`config.mk`:
```
export PLATFORM = sky130hd
export DESIGN_NAME = dbg_top
export DESIGN_NICKNAME = d
export VERILOG_FILES = /design/src/hw/dbg_pkg.sv /design/src/hw/spi_slave.sv /design/src/hw/fetch_unit.sv /design/src/hw/dbg_cmd.sv /design/src/hw/dbg_top.sv
export SDC_FILE = /design/constraint.sdc
export NUM_CORES = 1
export LEC_CHECK = 0
export ABC_AREA = 1
export BUFFER_PORTS_ARGS = -buffer_cell sky130_fd_sc_hd__buf_2
export CORE_MARGIN = 1
export CORE_UTILIZATION = 31
export DETAILED_ROUTE_END_ITERATION = 16
export GPL_ROUTABILITY_DRIVEN = 0
export HOLD_SLACK_MARGIN = 0.03
export PLACE_DENSITY = 0.49
export SETUP_SLACK_MARGIN = 0.2
export SYNTH_ARGS = -nofsm -noshare
export SYNTH_HDL_FRONTEND = slang
export SYNTH_SLANG_ARGS = --single-unit
```
`constraint.sdc`:
```
create_clock -name clk -period 3.6 [get_ports clk]
set_input_delay 0.54 -clock clk [delete_from_list [all_inputs] [get_ports clk]]
set_output_delay 0.54 -clock clk [all_outputs]
set_load 0.02 [all_outputs]
```
`src/hw/dbg_pkg.sv`:
```
package dbg_pkg;

    // ~~~~~~~~~~~~~~~~~~~~~~~~~~~~~~~~~~~~~~~~~~~~~~~~~~~~~~~~~~~~~~~~~~~~~~~~~~~~
    // widths
    // ~~~~~~~~~~~~~~~~~~~~~~~~~~~~~~~~~~~~~~~~~~~~~~~~~~~~~~~~~~~~~~~~~~~~~~~~~~~~

    localparam int byte_w = 8;
    localparam int word_w = 32; // xlen and ilen
    localparam int addr_w = 32;

    typedef logic [byte_w-1:0] byte_t; // one spi transfer
    typedef logic [word_w-1:0] word_t;
    typedef logic [addr_w-1:0] addr_t;

    // ~~~~~~~~~~~~~~~~~~~~~~~~~~~~~~~~~~~~~~~~~~~~~~~~~~~~~~~~~~~~~~~~~~~~~~~~~~~~
    // host command codes
    // ~~~~~~~~~~~~~~~~~~~~~~~~~~~~~~~~~~~~~~~~~~~~~~~~~~~~~~~~~~~~~~~~~~~~~~~~~~~~

    localparam byte_t cmd_nop        = 8'h00;
    localparam byte_t cmd_echo       = 8'h01;
    localparam byte_t cmd_toggle_led = 8'h02;
    localparam byte_t cmd_run        = 8'h03;
    localparam byte_t cmd_halt       = 8'h04;
    localparam byte_t cmd_step       = 8'h05;
    localparam byte_t cmd_get_pc     = 8'h06;
    localparam byte_t cmd_get_insn   = 8'h07;

    // payload bytes of a word reply
    localparam byte_t reply_len = 8'd4;

    // ~~~~~~~~~~~~~~~~~~~~~~~~~~~~~~~~~~~~~~~~~~~~~~~~~~~~~~~~~~~~~~~~~~~~~~~~~~~~
    // command controller
    // ~~~~~~~~~~~~~~~~~~~~~~~~~~~~~~~~~~~~~~~~~~~~~~~~~~~~~~~~~~~~~~~~~~~~~~~~~~~~

    typedef enum logic [1:0] {
        idle,     // waiting for a command byte
        echo,     // next byte goes back unchanged
        replying  // shifting out a word snapshot
    } dbg_state_t;

endpackage

```
`src/hw/spi_slave.sv`:
```
`timescale 1ns/1ps

module spi_slave #(
    parameter int sync_stages = 2
) (
    input  logic           clk,
    input  logic           rst,
    input  logic           sclk,
    input  logic           mosi,
    input  logic           ss,
    output logic           miso,
    input  dbg_pkg::byte_t send_data,
    output dbg_pkg::byte_t recv_data,
    output logic           recv_valid
);

    logic [sync_stages-1:0] sclk_sync;
    logic [sync_stages-1:0] mosi_sync;
    logic [sync_stages-1:0] ss_sync;
    logic                   sclk_s;
    logic                   mosi_s;
    logic                   ss_s;
    logic                   sclk_last;
    logic                   ss_last;
    logic                   sclk_rise;
    logic                   sclk_fall;
    logic                   ss_fall;
    logic [2:0]             bit_cnt;
    logic                   load_q;
    dbg_pkg::byte_t         shift_in;
    dbg_pkg::byte_t         shift_out;

    // ~~~~~~~~~~~~~~~~~~~~~~~~~~~~~~~~~~~~~~~~~~~~~~~~~~~~~~~~~~~~~~~~~~~~~~~~~~~~
    // pin synchronizers and edge strobes
    // ~~~~~~~~~~~~~~~~~~~~~~~~~~~~~~~~~~~~~~~~~~~~~~~~~~~~~~~~~~~~~~~~~~~~~~~~~~~~

    always_ff @(posedge clk or negedge rst) begin
        if (!rst) begin
            sclk_sync <= '0;
            mosi_sync <= '0;
            ss_sync   <= '1; // deselected
        end else begin
            sclk_sync <= {sclk_sync[sync_stages-2:0], sclk};
            mosi_sync <= {mosi_sync[sync_stages-2:0], mosi};
            ss_sync   <= {ss_sync[sync_stages-2:0], ss};
        end
    end

    assign sclk_s = sclk_sync[sync_stages-1];
    assign mosi_s = mosi_sync[sync_stages-1];
    assign ss_s   = ss_sync[sync_stages-1];

    always_ff @(posedge clk or negedge rst) begin
        if (!rst) begin
            sclk_last <= 1'b0;
            ss_last   <= 1'b1;
            sclk_rise <= 1'b0;
            sclk_fall <= 1'b0;
            ss_fall   <= 1'b0;
        end else begin
            sclk_last <= sclk_s;
            ss_last   <= ss_s;
            sclk_rise <= sclk_s & ~sclk_last & ~ss_s;
            sclk_fall <= ~sclk_s & sclk_last & ~ss_s;
            ss_fall   <= ~ss_s & ss_last;
        end
    end

    // ~~~~~~~~~~~~~~~~~~~~~~~~~~~~~~~~~~~~~~~~~~~~~~~~~~~~~~~~~~~~~~~~~~~~~~~~~~~~
    // receive side
    // ~~~~~~~~~~~~~~~~~~~~~~~~~~~~~~~~~~~~~~~~~~~~~~~~~~~~~~~~~~~~~~~~~~~~~~~~~~~~

    always_ff @(posedge clk or negedge rst) begin
        if (!rst) begin
            bit_cnt    <= '0;
            recv_valid <= 1'b0;
            load_q     <= 1'b0;
        end else begin
            recv_valid <= 1'b0;
            load_q     <= recv_valid; // reply lands one cycle after recv_valid
            if (ss_s) begin
                bit_cnt <= '0;
            end else if (sclk_rise) begin
                bit_cnt <= bit_cnt + 3'd1;
                if (bit_cnt == 3'd7)
                    recv_valid <= 1'b1;
            end
        end
    end

    always_ff @(posedge clk) begin
        if (sclk_rise) begin
            shift_in <= {shift_in[6:0], mosi_s}; // msb first
            if (bit_cnt == 3'd7)
                recv_data <= {shift_in[6:0], mosi_s};
        end
    end

    // ~~~~~~~~~~~~~~~~~~~~~~~~~~~~~~~~~~~~~~~~~~~~~~~~~~~~~~~~~~~~~~~~~~~~~~~~~~~~
    // transmit side
    // ~~~~~~~~~~~~~~~~~~~~~~~~~~~~~~~~~~~~~~~~~~~~~~~~~~~~~~~~~~~~~~~~~~~~~~~~~~~~

    always_ff @(posedge clk or negedge rst) begin
        if (!rst) begin
            shift_out <= '0;
        end else if (ss_fall || load_q) begin
            shift_out <= send_data;
        end else if (sclk_fall && bit_cnt != 3'd0) begin
            // last falling edge of a byte keeps the freshly loaded msb
            shift_out <= {shift_out[6:0], 1'b0};
        end
    end

    assign miso = shift_out[7];

endmodule

```
`src/hw/fetch_unit.sv`:
```
`timescale 1ns/1ps

module fetch_unit #(
    parameter dbg_pkg::word_t reset_pc = '0
) (
    input  logic           clk,
    input  logic           rst,
    input  logic           run,
    input  logic           step,
    output dbg_pkg::word_t pc,
    output dbg_pkg::word_t insn,
    output dbg_pkg::addr_t paddr,
    output logic           psel,
    output logic           penable,
    output logic           pwrite,
    input  dbg_pkg::word_t prdata,
    input  logic           pready
);

    typedef enum logic [1:0] {
        idle,
        setup,
        access
    } fetch_state_t;

    fetch_state_t state;
    logic         step_pend; // one step held during a fetch

    // ~~~~~~~~~~~~~~~~~~~~~~~~~~~~~~~~~~~~~~~~~~~~~~~~~~~~~~~~~~~~~~~~~~~~~~~~~~~~
    // apb read master
    // ~~~~~~~~~~~~~~~~~~~~~~~~~~~~~~~~~~~~~~~~~~~~~~~~~~~~~~~~~~~~~~~~~~~~~~~~~~~~

    always_ff @(posedge clk or negedge rst) begin
        if (!rst) begin
            state     <= idle;
            step_pend <= 1'b0;
            pc        <= reset_pc;
            insn      <= '0;
        end else begin
            case (state)
                idle: begin
                    step_pend <= 1'b0;
                    if (step || step_pend || run)
                        state <= setup;
                end
                setup: begin
                    if (step)
                        step_pend <= 1'b1;
                    state <= access;
                end
                access: begin
                    if (step)
                        step_pend <= 1'b1; // extra steps collapse into this one
                    if (pready) begin
                        insn  <= prdata;
                        pc    <= pc + dbg_pkg::word_t'(4);
                        state <= idle;
                    end
                end
                default: state <= idle;
            endcase
        end
    end

    assign psel    = (state != idle);
    assign penable = (state == access);
    assign paddr   = pc; // pc only moves once psel drops
    assign pwrite  = 1'b0; // read only

endmodule

```
`src/hw/dbg_cmd.sv`:
```
`timescale 1ns/1ps

module dbg_cmd (
    input  logic           clk,
    input  logic           rst,
    input  dbg_pkg::byte_t recv_data,
    input  logic           recv_valid,
    input  dbg_pkg::word_t pc,
    input  dbg_pkg::word_t insn,
    output dbg_pkg::byte_t send_data,
    output logic           led,
    output logic           run,
    output logic           step
);

    dbg_pkg::dbg_state_t state;
    dbg_pkg::word_t      snap;      // word being replied
    dbg_pkg::byte_t      reply_cnt; // payload bytes still to go

    // ~~~~~~~~~~~~~~~~~~~~~~~~~~~~~~~~~~~~~~~~~~~~~~~~~~~~~~~~~~~~~~~~~~~~~~~~~~~~
    // command FSM
    // ~~~~~~~~~~~~~~~~~~~~~~~~~~~~~~~~~~~~~~~~~~~~~~~~~~~~~~~~~~~~~~~~~~~~~~~~~~~~

    always_ff @(posedge clk or negedge rst) begin
        if (!rst) begin
            state     <= dbg_pkg::idle;
            send_data <= '0;
            reply_cnt <= '0;
            led       <= 1'b0;
            run       <= 1'b0;
            step      <= 1'b0;
        end else begin
            step <= 1'b0; // single cycle pulse
            if (recv_valid) begin
                case (state)
                    dbg_pkg::idle: begin
                        case (recv_data)
                            dbg_pkg::cmd_echo: begin
                                send_data <= dbg_pkg::cmd_echo;
                                state     <= dbg_pkg::echo;
                            end
                            dbg_pkg::cmd_toggle_led: begin
                                send_data <= '0;
                                led       <= ~led;
                            end
                            dbg_pkg::cmd_run: begin
                                send_data <= '0;
                                run       <= 1'b1;
                            end
                            dbg_pkg::cmd_halt: begin
                                send_data <= '0;
                                run       <= 1'b0;
                            end
                            dbg_pkg::cmd_step: begin
                                send_data <= '0;
                                step      <= 1'b1;
                            end
                            dbg_pkg::cmd_get_pc,
                            dbg_pkg::cmd_get_insn: begin
                                send_data <= dbg_pkg::reply_len; // length byte first
                                reply_cnt <= dbg_pkg::reply_len;
                                state     <= dbg_pkg::replying;
                            end
                            default: begin
                                // nop and unknown codes
                                send_data <= '0;
                            end
                        endcase
                    end

                    dbg_pkg::echo: begin
                        send_data <= recv_data;
                        state     <= dbg_pkg::idle;
                    end

                    dbg_pkg::replying: begin
                        // host bytes are don't care here
                        send_data <= snap[31:24];
                        reply_cnt <= reply_cnt - 8'd1;
                        if (reply_cnt == 8'd1)
                            state <= dbg_pkg::idle;
                    end

                    default: begin
                        send_data <= '0;
                        state     <= dbg_pkg::idle;
                    end
                endcase
            end
        end
    end

    // ~~~~~~~~~~~~~~~~~~~~~~~~~~~~~~~~~~~~~~~~~~~~~~~~~~~~~~~~~~~~~~~~~~~~~~~~~~~~
    // reply snapshot, msb first
    // ~~~~~~~~~~~~~~~~~~~~~~~~~~~~~~~~~~~~~~~~~~~~~~~~~~~~~~~~~~~~~~~~~~~~~~~~~~~~

    always_ff @(posedge clk) begin
        if (recv_valid) begin
            if (state == dbg_pkg::idle) begin
                if (recv_data == dbg_pkg::cmd_get_pc)
                    snap <= pc; // frozen at decode
                else if (recv_data == dbg_pkg::cmd_get_insn)
                    snap <= insn;
            end else if (state == dbg_pkg::replying) begin
                snap <= {snap[23:0], 8'h00};
            end
        end
    end

endmodule

```
`src/hw/dbg_top.sv`:
```
`timescale 1ns/1ps

module dbg_top #(
    parameter dbg_pkg::word_t reset_pc    = '0,
    parameter int             sync_stages = 2
) (
    input  logic           clk,
    input  logic           rst,
    // host spi, mode 0
    input  logic           sclk,
    input  logic           mosi,
    input  logic           ss,
    output logic           miso,
    output logic           led,
    // apb instruction port
    output dbg_pkg::addr_t paddr,
    output logic           psel,
    output logic           penable,
    output logic           pwrite,
    input  dbg_pkg::word_t prdata,
    input  logic           pready
);

    dbg_pkg::byte_t recv_data;
    logic           recv_valid;
    dbg_pkg::byte_t send_data;
    logic           run;
    logic           step;
    dbg_pkg::word_t pc;
    dbg_pkg::word_t insn;

    // ~~~~~~~~~~~~~~~~~~~~~~~~~~~~~~~~~~~~~~~~~~~~~~~~~~~~~~~~~~~~~~~~~~~~~~~~~~~~
    // host side
    // ~~~~~~~~~~~~~~~~~~~~~~~~~~~~~~~~~~~~~~~~~~~~~~~~~~~~~~~~~~~~~~~~~~~~~~~~~~~~

    spi_slave #(
        .sync_stages (sync_stages)
    ) spi_slave_i (
        .clk        (clk),
        .rst        (rst),
        .sclk       (sclk),
        .mosi       (mosi),
        .ss         (ss),
        .miso       (miso),
        .send_data  (send_data),
        .recv_data  (recv_data),
        .recv_valid (recv_valid)
    );

    dbg_cmd dbg_cmd_i (
        .clk        (clk),
        .rst        (rst),
        .recv_data  (recv_data),
        .recv_valid (recv_valid),
        .pc         (pc),
        .insn       (insn),
        .send_data  (send_data),
        .led        (led),
        .run        (run),
        .step       (step)
    );

    // ~~~~~~~~~~~~~~~~~~~~~~~~~~~~~~~~~~~~~~~~~~~~~~~~~~~~~~~~~~~~~~~~~~~~~~~~~~~~
    // target side
    // ~~~~~~~~~~~~~~~~~~~~~~~~~~~~~~~~~~~~~~~~~~~~~~~~~~~~~~~~~~~~~~~~~~~~~~~~~~~~

    fetch_unit #(
        .reset_pc (reset_pc)
    ) fetch_unit_i (
        .clk     (clk),
        .rst     (rst),
        .run     (run),
        .step    (step),
        .pc      (pc),
        .insn    (insn),
        .paddr   (paddr),
        .psel    (psel),
        .penable (penable),
        .pwrite  (pwrite),
        .prdata  (prdata),
        .pready  (pready)
    );

endmodule

```
==> results of run 1 <==
-- logic make-up (layout without fill, tap and decap cells) --
logic type | count (synthesis) | count (layout) | synth area share
AOI/OAI and AO/OA | 93 | 93 | 0.06900
xor gates and xnor gates | 22 | 22 | 0.02711
adders and majority gates | 9 | 9 | 0.01584
buffers and inverters | 75 | 160 | 0.04682
DFF | 157 | 157 | 0.5863
muxes | 33 | 33 | 0.05228
other | 1 | 3 | 0.0005276
and+or+nand+nor | 307 | 307 | 0.2021
-- metal layers --
metal | wire length, um | global-route usage | vias to the layer above
met5 | 0 | 0 | -
met4 | 199 | 0.04857 | 0
met3 | 443 | 0.03119 | 19
met2 | 7555 | 0.2340 | 69
met1 | 7785 | 0.2033 | 2404
li1 | - | - | 2469
-- sequential cells by signal, indices dropped and copies added (netlist names), 2 cells and up --
signal,cells
dbg_cmd_i.snap,32
fetch_unit_i.insn,32
fetch_unit_i.paddr,30
dbg_cmd_i.reply_cnt,8
dbg_cmd_i.send_data,8
spi_slave_i.recv_data,8
spi_slave_i.shift_out,8
spi_slave_i.shift_in,7
spi_slave_i.bit_cnt,3
dbg_cmd_i.state,2
fetch_unit_i.state,2
spi_slave_i.mosi_sync,2
spi_slave_i.sclk_sync,2
spi_slave_i.ss_sync,2
-- cell type report --
cell class	instances	area (um2)
clock inverter	15	171.4
sequential	157	4168
tap	285	356.6
timing repair buffer	76	407.9
multi-input combinational	467	2615
clock buffer	17	425.4
inverter	52	196.4
fill	2306	14230
-- per-stage QoR --
| step | total power, mW | worst slack [ps] | instances | cell area, um2 |
|---|---|---|---|---|
| after floorplan | 2.935 | 1729 | 699 | 7116 |
| after global placement | 3.217 | 1568 | 1037 | 7744 |
| after detailed placement | 3.226 | 1548 | 1037 | 7744 |
| after CTS | 5.025 | 1536 | 1069 | 8341 |
| after global routing | 5.230 | 1324 | 1069 | 8341 |
| final | 4.946 | 1571 | 1069 | 8341 |
-- where the power goes --
group          switching (mW)  total, mW  internal [mW]
sequential              0.186       2.33           2.14
combinational           0.430      0.836          0.405
clock                   0.846       1.78          0.937
total                    1.46       4.95           3.48
-- cells in the mapped netlist --
| cell type | n | area [um2] |
|---|---|---|
| nand3_2 | 4 | 40.04 |
| nand2_1 | 146 | 548.0 |
| nor2_2 | 5 | 31.28 |
| buf_4 | 4 | 30.03 |
| or2_2 | 2 | 12.51 |
| o21bai_1 | 1 | 7.510 |
| nor3b_1 | 1 | 7.510 |
| nand2_2 | 2 | 12.51 |
| ha_1 | 9 | 112.6 |
| nor2_4 | 7 | 78.83 |
| nor3_1 | 8 | 40.04 |
| edfxtp_1 | 47 | 1411 |
| nor2_1 | 81 | 304.0 |
| nor2_8 | 2 | 40.04 |
| nand3b_1 | 5 | 37.54 |
| nand3_4 | 2 | 35.03 |
| o21ai_0 | 24 | 120.1 |
| o21ai_2 | 1 | 8.760 |
| nand4_1 | 13 | 81.33 |
| nand2_4 | 1 | 11.26 |
| inv_1 | 47 | 176.4 |
| nor3_2 | 3 | 30.03 |
| buf_2 | 10 | 50.05 |
| a31oi_1 | 14 | 87.58 |
| nand3_1 | 24 | 120.1 |
| dfstp_2 | 3 | 78.83 |
| xor2_1 | 13 | 113.9 |
| buf_6 | 3 | 33.78 |
| o21ai_1 | 1 | 5.000 |
| nor4_1 | 1 | 6.260 |
| conb_1 | 1 | 3.750 |
| o22ai_1 | 1 | 6.260 |
| clkbuf_1 | 6 | 22.52 |
| mux2_2 | 33 | 371.6 |
| xnor2_1 | 9 | 78.83 |
| dfrtp_1 | 107 | 2678 |
| inv_2 | 4 | 15.01 |
| clkinv_2 | 1 | 5.000 |
| a21oi_1 | 51 | 255.2 |
-- path summary, 6_finish.rpt --
check                           depth (start not counted)  slack (ps)                          startpoint                            endpoint
worst max register to register                          9        1570   fetch_unit_i.state[0]$_DFFE_PN0P_  fetch_unit_i.paddr[24]$_DFFE_PN0P_
min in group clk                                        1         200                                  ss    spi_slave_i.ss_sync[0]$_DFF_PN1_
max in group asynchronous                               2        2650                                 rst       spi_slave_i.ss_last$_DFF_PN1_
worst max-delay path                                    9        1570   fetch_unit_i.state[0]$_DFFE_PN0P_  fetch_unit_i.paddr[24]$_DFFE_PN0P_
worst min-delay path                                    1         180                                 rst  fetch_unit_i.step_pend$_DFFE_PN0P_
worst min register to register                          0         350  spi_slave_i.sclk_sync[0]$_DFF_PN0_  spi_slave_i.sclk_sync[1]$_DFF_PN0_
==> metrics, run 1 <==
Finished Core Util=0.3695; Tot GR Track Use=0.1484; HP Class=input pin to async pin; Final Hold Slack=178.2 ps; CTS max path bufs=2; CP Buf/Inv Count=1; 1st-iter DRT viols=312; root buf cell=clkbuf_16; final hold violation count=0; WL/cell=14.95 um; max_cap viols=0; via count=4,961; cell family with most CP delay=simple AND/OR/NAND/NOR gates; area delta synth->final=17.34%; Antenna Diode Count=0; Die Area=23,540 um2; syn_area_per_cell=10.20 um2; Post-Syn Instances=697; CP max-delay cell=dfrtp_1; crit path cell chain=inv_1, ha_1, nand2_4, nor2_8, nand3_2, nor2_4, nand2_1, nand2_1, nand2_1; commonest cells after routing, fill and taps aside=146 x nand2_1, 107 x dfrtp_1, 81 x nor2_1; fin. max-slew vios=0; Slew Limit Headroom=0.4706; leakage power=3.707 nW; crit-path max cell delay=390 ps; worst-skew pair later-pin latency=430 ps; Synth cell types=39; most frequent CP cell=nand2_1; initial antenna violation count=0; startpoint types=register; Synth warnings=0; initial core utilization=0.3149; status=completed; final setup fails=0; vias in the first global route=4,983; # port buffers=71; Setup CP Type=register to register; worst clock skew=13.61 ps; die width=153.4 um; post-detailed-route DRC marker count=0; drt first pass iters=6; layout cells sized above 1=0.2270; io pins=75; CP max FO=37; dpl hpwl=11.40 mm; FP Rows=55; Worst Path Arrival=2350 ps; Cell Pwr Density=593.1 nW/um2; CTS tree=yes; Worst VDD drop=0.2927 mV; Post-CTS Hold Fix Bufs=0; Peak Freq=0.4929 GHz; Worst Tran Pin Value=794.1 ps; #FFs+latches synth=157; setup_tns=0 ps; fin crit period=2029 ps; Mapped Area=7108 um2; Resized Gates After CTS=0; Inserted Clock Buffers=17; total gr overflow=0; first-pass GRT wire length=26.95 mm; Critical Path End Type=register; routed vias/inst=4.641; CP Data Required Time=3920 ps; unrepaired setup endpoints after global routing=no; pin count of the biggest net entering global routing=57; setup bufs post-CTS=0; Final period util=0.5635; register area share after synthesis=0.5863; Die Y-Extent=153.4 um; most common cell after layout, fill and taps aside=nand2_1; # H-tree levels=4; TritonCTS Sinks=157; final WL=15.98 mm; clk slew on worst S/H paths=70 ps; Layout Nets=818; core footprint=22,570 um2; post-route antenna net violation count=0
No activity file was read; power rests on OpenSTA's default activity.
==> run 2: changes to the inputs <==
Clock period 3.6 ns to 1.9 ns, I/O delays scaled along.
==> run 2 against run 1 <==
  * Clock power is 96% higher
  * Clock skew barely moved
  * Sequential power up 89%
  * Final area grew 3.8%
  * Global-route usage barely moved
  * Non-clock buffer count up 25
  * Routed wire length rose by 2.2%
  * Core utilization grew 1.4 points
  * Power is 94% higher
  * Worst setup slack worse by 1300 ps
  * Register-to-register slack got worse by 1300 ps
  * Critical path type is now register to output port
  * Critical endpoint is now psel
  * Largest cell class unchanged
  * Largest power group unchanged
==> metrics, run 2 (synthesis results as in run 1) <==
Critical Path End Type=output port; core footprint=22,570 um2; worst clock skew=13.28 ps; leakage power=3.834 nW; Cell Pwr Density=1106 nW/um2; crit-path max cell delay=410 ps; Slew Limit Headroom=0.6411; Critical R2R Launch=spi_slave_i.recv_data[6]$_DFFE_PP_; CP startpoint=fetch_unit_i.state[1]$_DFFE_PN0P_; Tot GR Track Use=0.1481; # H-tree levels=4; initial antenna violation count=0; status=completed; Worst VDD drop=0.7180 mV; Placement Setup Slack=110.0 ps; DR WL met3=470 um; FP Rows=55; Worst Reg-to-Reg Cells=7; setup slack after layout=298.4 ps; final setup fails=0; # port buffers=71; initial core utilization=0.3149; post-detailed-route DRC marker count=0; Final period util=0.8430; Die Area=23,540 um2; final WL=16.34 mm; HP Class=input pin to register; die width=153.4 um; CP Buf/Inv Count=3; most common cell after layout, fill and taps aside=nand2_1; Layout Nets=843; met1 wire length=7.744 mm; 1st-iter DRT viols=301; Antenna Diode Count=0; Peak Freq=0.6244 GHz; max layer used=met4; final hold violation count=0; CTS tree=yes; CP max-delay cell=dfrtp_1; Worst Path Arrival=1320 ps; fin. max-slew vios=0; Setup CP Type=register to output port; root buf cell=clkbuf_16; FF+latch area=4168 um2; post-route antenna net violation count=0; Final Total Pwr=9.581 mW; CP Data Required Time=1620 ps; total gr overflow=0; Die Y-Extent=153.4 um; max_cap viols=0; Finished Core Util=0.3836; TritonCTS Sinks=157; setup_tns=0 ps; routed vias/inst=4.575; WL met2=8.015 mm; worst-skew pair later-pin latency=420 ps; dpl hpwl=11.93 mm; crit path cell chain=inv_1, ha_1, inv_2, buf_4; CP max FO=3; cell family with most CP delay=flip-flops; CTS max path bufs=2; commonest cells after routing, fill and taps aside=145 x nand2_1, 107 x dfrtp_1, 80 x nor2_1; fill count=2,283; unrepaired setup endpoints after global routing=no; Worst Tran Pin Value=533.5 ps; R2R setup slack=310 ps; drt first pass iters=5; WL/cell=14.93 um; area delta synth->final=21.83%; first-pass GRT wire length=26.99 mm; via count=5,005; pin count of the biggest net entering global routing=39; clk slew on worst S/H paths=70 ps; layout cells sized above 1=0.2571; startpoint types=register; CP Capture Point=psel; area of the multi-input gates=2664 um2; Inserted Clock Buffers=17; fin crit period=1602 ps; vias in the first global route=5,074; io pins=75; RR Endpoint=dbg_cmd_i.snap[3]$_SDFFCE_PN0P_; Stages on worst setup path=4
run 2: changes by cell type in the layout (fill, tap and decap cells not counted), moves of 3 or more:
cell,change
a21oi_1,-4
inv_6,+7
dlygate4sd3_1,+4
clkinv_4,-5
buf_12,+5
buf_4,+16
inv_1,-3
a21oi_2,+4
clkinv_8,-3
inv_8,-4
run 2: report_power, final:
group / leakage (nW) / total [mW] / internal, mW / switching, mW
clock: 0.293 / 3.49 / 1.99 / 1.50
combinational: 1.70 / 1.69 / 0.846 / 0.847
sequential: 1.84 / 4.40 / 4.06 / 0.341
run 2: layer usage:
| metal | vias to the layer above | GRT usage |
|---|---|---|
| met1 | 2385 | 0.1975 |
| met2 | 89 | 0.2427 |
| met3 | 7 | 0.02807 |
| li1 | 2524 | - |
| met4 | 0 | 0.04714 |
| met5 | - | 0 |
run 2: cell type report:
type                       count  share of cell area
clock buffer                  17             0.04913
inverter                      52             0.02312
timing repair buffer         101             0.07788
sequential                   157              0.4813
tap                          285             0.04118
clock inverter                15             0.01979
multi-input combinational    467              0.3076
run 2: repair_timing:
item                                   in CTS  in global routing
setup endpoints to repair                  29                100
resized for setup                           3                 12
pin swaps                                   0                  0
endpoints found under the hold margin      37                  0
hold buffers                                4                  0
buffers inserted                            0                  3
run 2: stage by stage:
step / instances / instance area, um2 / hold slack (ps)
finish: 1094 / 8660 / 91.54
global route: 1094 / 8660 / 81.34
CTS: 1091 / 8591 / 72.37
detailed placement: 1055 / 7945 / 318.6
global placement: 1055 / 7945 / 322.6
floorplan: 699 / 7119 / -10.59
run 2: worst min path at each step:
stage	cells after the start	start	endpoint	slack, ps
global route	2	prdata[5]	fetch_unit_i.insn[5]$_DFFE_PN0P_	80
CTS	2	prdata[1]	fetch_unit_i.insn[1]$_DFFE_PN0P_	70
global placement	1	rst	dbg_cmd_i.reply_cnt[4]$_DFFE_PN0P_	320
floorplan	0	rst	dbg_cmd_i.led$_DFFE_PN0P_	-10
detailed placement	1	rst	dbg_cmd_i.reply_cnt[3]$_DFFE_PN0P_	320
finish	2	prdata[3]	fetch_unit_i.insn[3]$_DFFE_PN0P_	90
==> run 3: changes to the inputs <==
Clock period 1.9 ns to 1.65 ns, I/O delays scaled along.
==> run 3 against run 2 <==
  * Clock-buffer cell count grew 5
  * Non-clock buffer count grew 37
  * Clock power grew 9.5%
  * Final cell count grew 3.4%
  * Critical endpoint is now fetch_unit_i.insn[24]$_DFFE_PN0P_
  * Highest routed layer unchanged
==> metrics, run 3 (synthesis results as in run 1) <==
dpl cells=1,060; crit-path max cell delay=390 ps; final WL=17.37 mm; number of cells on the worst hold path=2; Setup CP Type=register to register; Worst Path Arrival=1890 ps; Final Hold Slack=51.23 ps; worst clock skew=9.327 ps; Critical Path End Type=register; HP Class=input pin to register; root buf cell=clkbuf_16; Sw Share=0.2790; Hold Crit Endpoint=fetch_unit_i.insn[28]$_DFFE_PN0P_; status=completed; fin crit period=1586 ps; commonest cells after routing, fill and taps aside=142 x nand2_1, 97 x dfrtp_1, 77 x nor2_1; R2R setup slack=60 ps; post-route antenna net violation count=0; final cell count without fillers=1,131; Cell Pwr Density=1227 nW/um2; CP Data Required Time=1950 ps; fill count=2,203; crit path cell chain=inv_2, ha_4, nand2_8, buf_12, buf_12, buf_12, mux2_4; via count=5,242; most frequent CP cell=buf_12; Worst Reg-to-Reg Cells=7; dpl hpwl=11.81 mm; 1st-iter DRT viols=296; layout cells sized above 1=0.3333; TritonCTS Sinks=157; FP Rows=55; Antenna Diode Count=0; initial core utilization=0.3149; sequential share of power=0.449; WL/cell=15.36 um; unrepaired setup endpoints after global routing=yes; Worst VDD drop=0.6205 mV; CP max FO=6; # port buffers=71; initial antenna violation count=0; worst-skew pair later-pin latency=420 ps; CP Buf/Inv Count=4; pin count of the biggest net entering global routing=33; Final period util=0.9611; Comb power frac=0.217; Layout Nets=880; final setup fails=0; clk slew on worst S/H paths=60 ps; most common cell after layout, fill and taps aside=nand2_1; Tot GR Track Use=0.1515; CTS max path bufs=2; die width=153.4 um; Die Y-Extent=153.4 um; Die Area=23,540 um2; startpoint types=register; leakage power=4.161 nW; hold path startpoint=prdata[28]; final hold violation count=0; routed vias/inst=4.635; CP max-delay cell=dfrtp_1; Final Total Pwr=11.44 mW; # H-tree levels=4; first-pass GRT wire length=27.63 mm; Internal Power=8.247 mW; Critical R2R Launch=fetch_unit_i.state[0]$_DFFE_PN0P_; area delta synth->final=31.10%; Peak Freq=0.6306 GHz; core footprint=22,570 um2; vias in the first global route=5,301; drt first pass iters=5; Clock Power Share=0.334; Inserted Clock Buffers=17; setup_tns=0 ps; switching pwr=3.191 mW; fin. max-slew vios=0; total gr overflow=0; io pins=75; RR Endpoint=fetch_unit_i.insn[24]$_DFFE_PN0P_; cell family with most CP delay=buffers and inverters; CTS tree=yes; max_cap viols=0; post-detailed-route DRC marker count=0
## run 3: cell count changes in the layout (fill, tap and decap cells not counted), sizes merged
cell / before / now
buf: 97 / 129
inv: 60 / 56
bufinv: 2 / 1
clkbuf: 17 / 27
## run 3: worst max-delay path by stage
stage / cells past startpoint / endpoint / start
detailed placement: 7 / dbg_cmd_i.snap[5]$_SDFFCE_PN0P_ / spi_slave_i.recv_data[4]$_DFFE_PP_
floorplan: 4 / dbg_cmd_i.snap[0]$_SDFFCE_PN0P_ / dbg_cmd_i.state[0]$_DFFE_PN0P_
global placement: 6 / dbg_cmd_i.snap[20]$_DFFE_PP_ / spi_slave_i.recv_data[6]$_DFFE_PP_
finish: 7 / fetch_unit_i.insn[24]$_DFFE_PN0P_ / fetch_unit_i.state[0]$_DFFE_PN0P_
global route: 7 / dbg_cmd_i.snap[23]$_DFFE_PP_ / spi_slave_i.recv_data[4]$_DFFE_PP_
CTS: 4 / psel / fetch_unit_i.state[1]$_DFFE_PN0P_
## run 3: layout make-up
class | instances | area (um2) | area share
sequential | 157 | 4180 | 0.4486
multi-input combinational | 467 | 2831 | 0.3038
timing repair buffer | 138 | 1177 | 0.1263
clock buffer | 22 | 464.2 | 0.04981
tap | 285 | 356.6 | 0.03827
inverter | 52 | 203.9 | 0.02189
clock inverter | 10 | 105.1 | 0.01128
## run 3: power groups by stage
stage / Sequential [mW] / Combinational [mW] / Clock, mW
after floorplan: 5.08 / 1.37 / 0
after global placement: 5.19 / 1.88 / 0
after detailed placement: 5.18 / 1.90 / 0
after CTS: 5.12 / 2.21 / 3.90
after global routing: 5.20 / 2.74 / 4.08
final: 5.13 / 2.48 / 3.82
## run 3: per-layer routing
layer	up-vias	GRT usage	routed length, um
met5	-	0	0
met4	0	0.04619	238
met3	17	0.03232	535
met2	89	0.2485	8649
met1	2540	0.2003	7950
li1	2596	-	-
## run 3: metrics by stage
stage / cell area (um2) / util / worst slack, ps
after floorplan: 7147 / - / 9.430
after global placement: 8010 / 0.3549 / 62.64
after detailed placement: 8010 / 0.3549 / 57.20
after CTS: 8929 / 0.3956 / 92.79
after global routing: 9319 / 0.4129 / -4.003
final: 9319 / 0.4129 / 64.11
## run 3: timing repair
action | in CTS | in global routing
cloned | 1 | 5
pin swaps | 6 | 12
endpoints found under the setup margin | 110 | 137
hold endpoints to repair | 22 | 0
resized for setup | 36 | 50
hold buffers | 4 | 0
setup buffers | 17 | 12
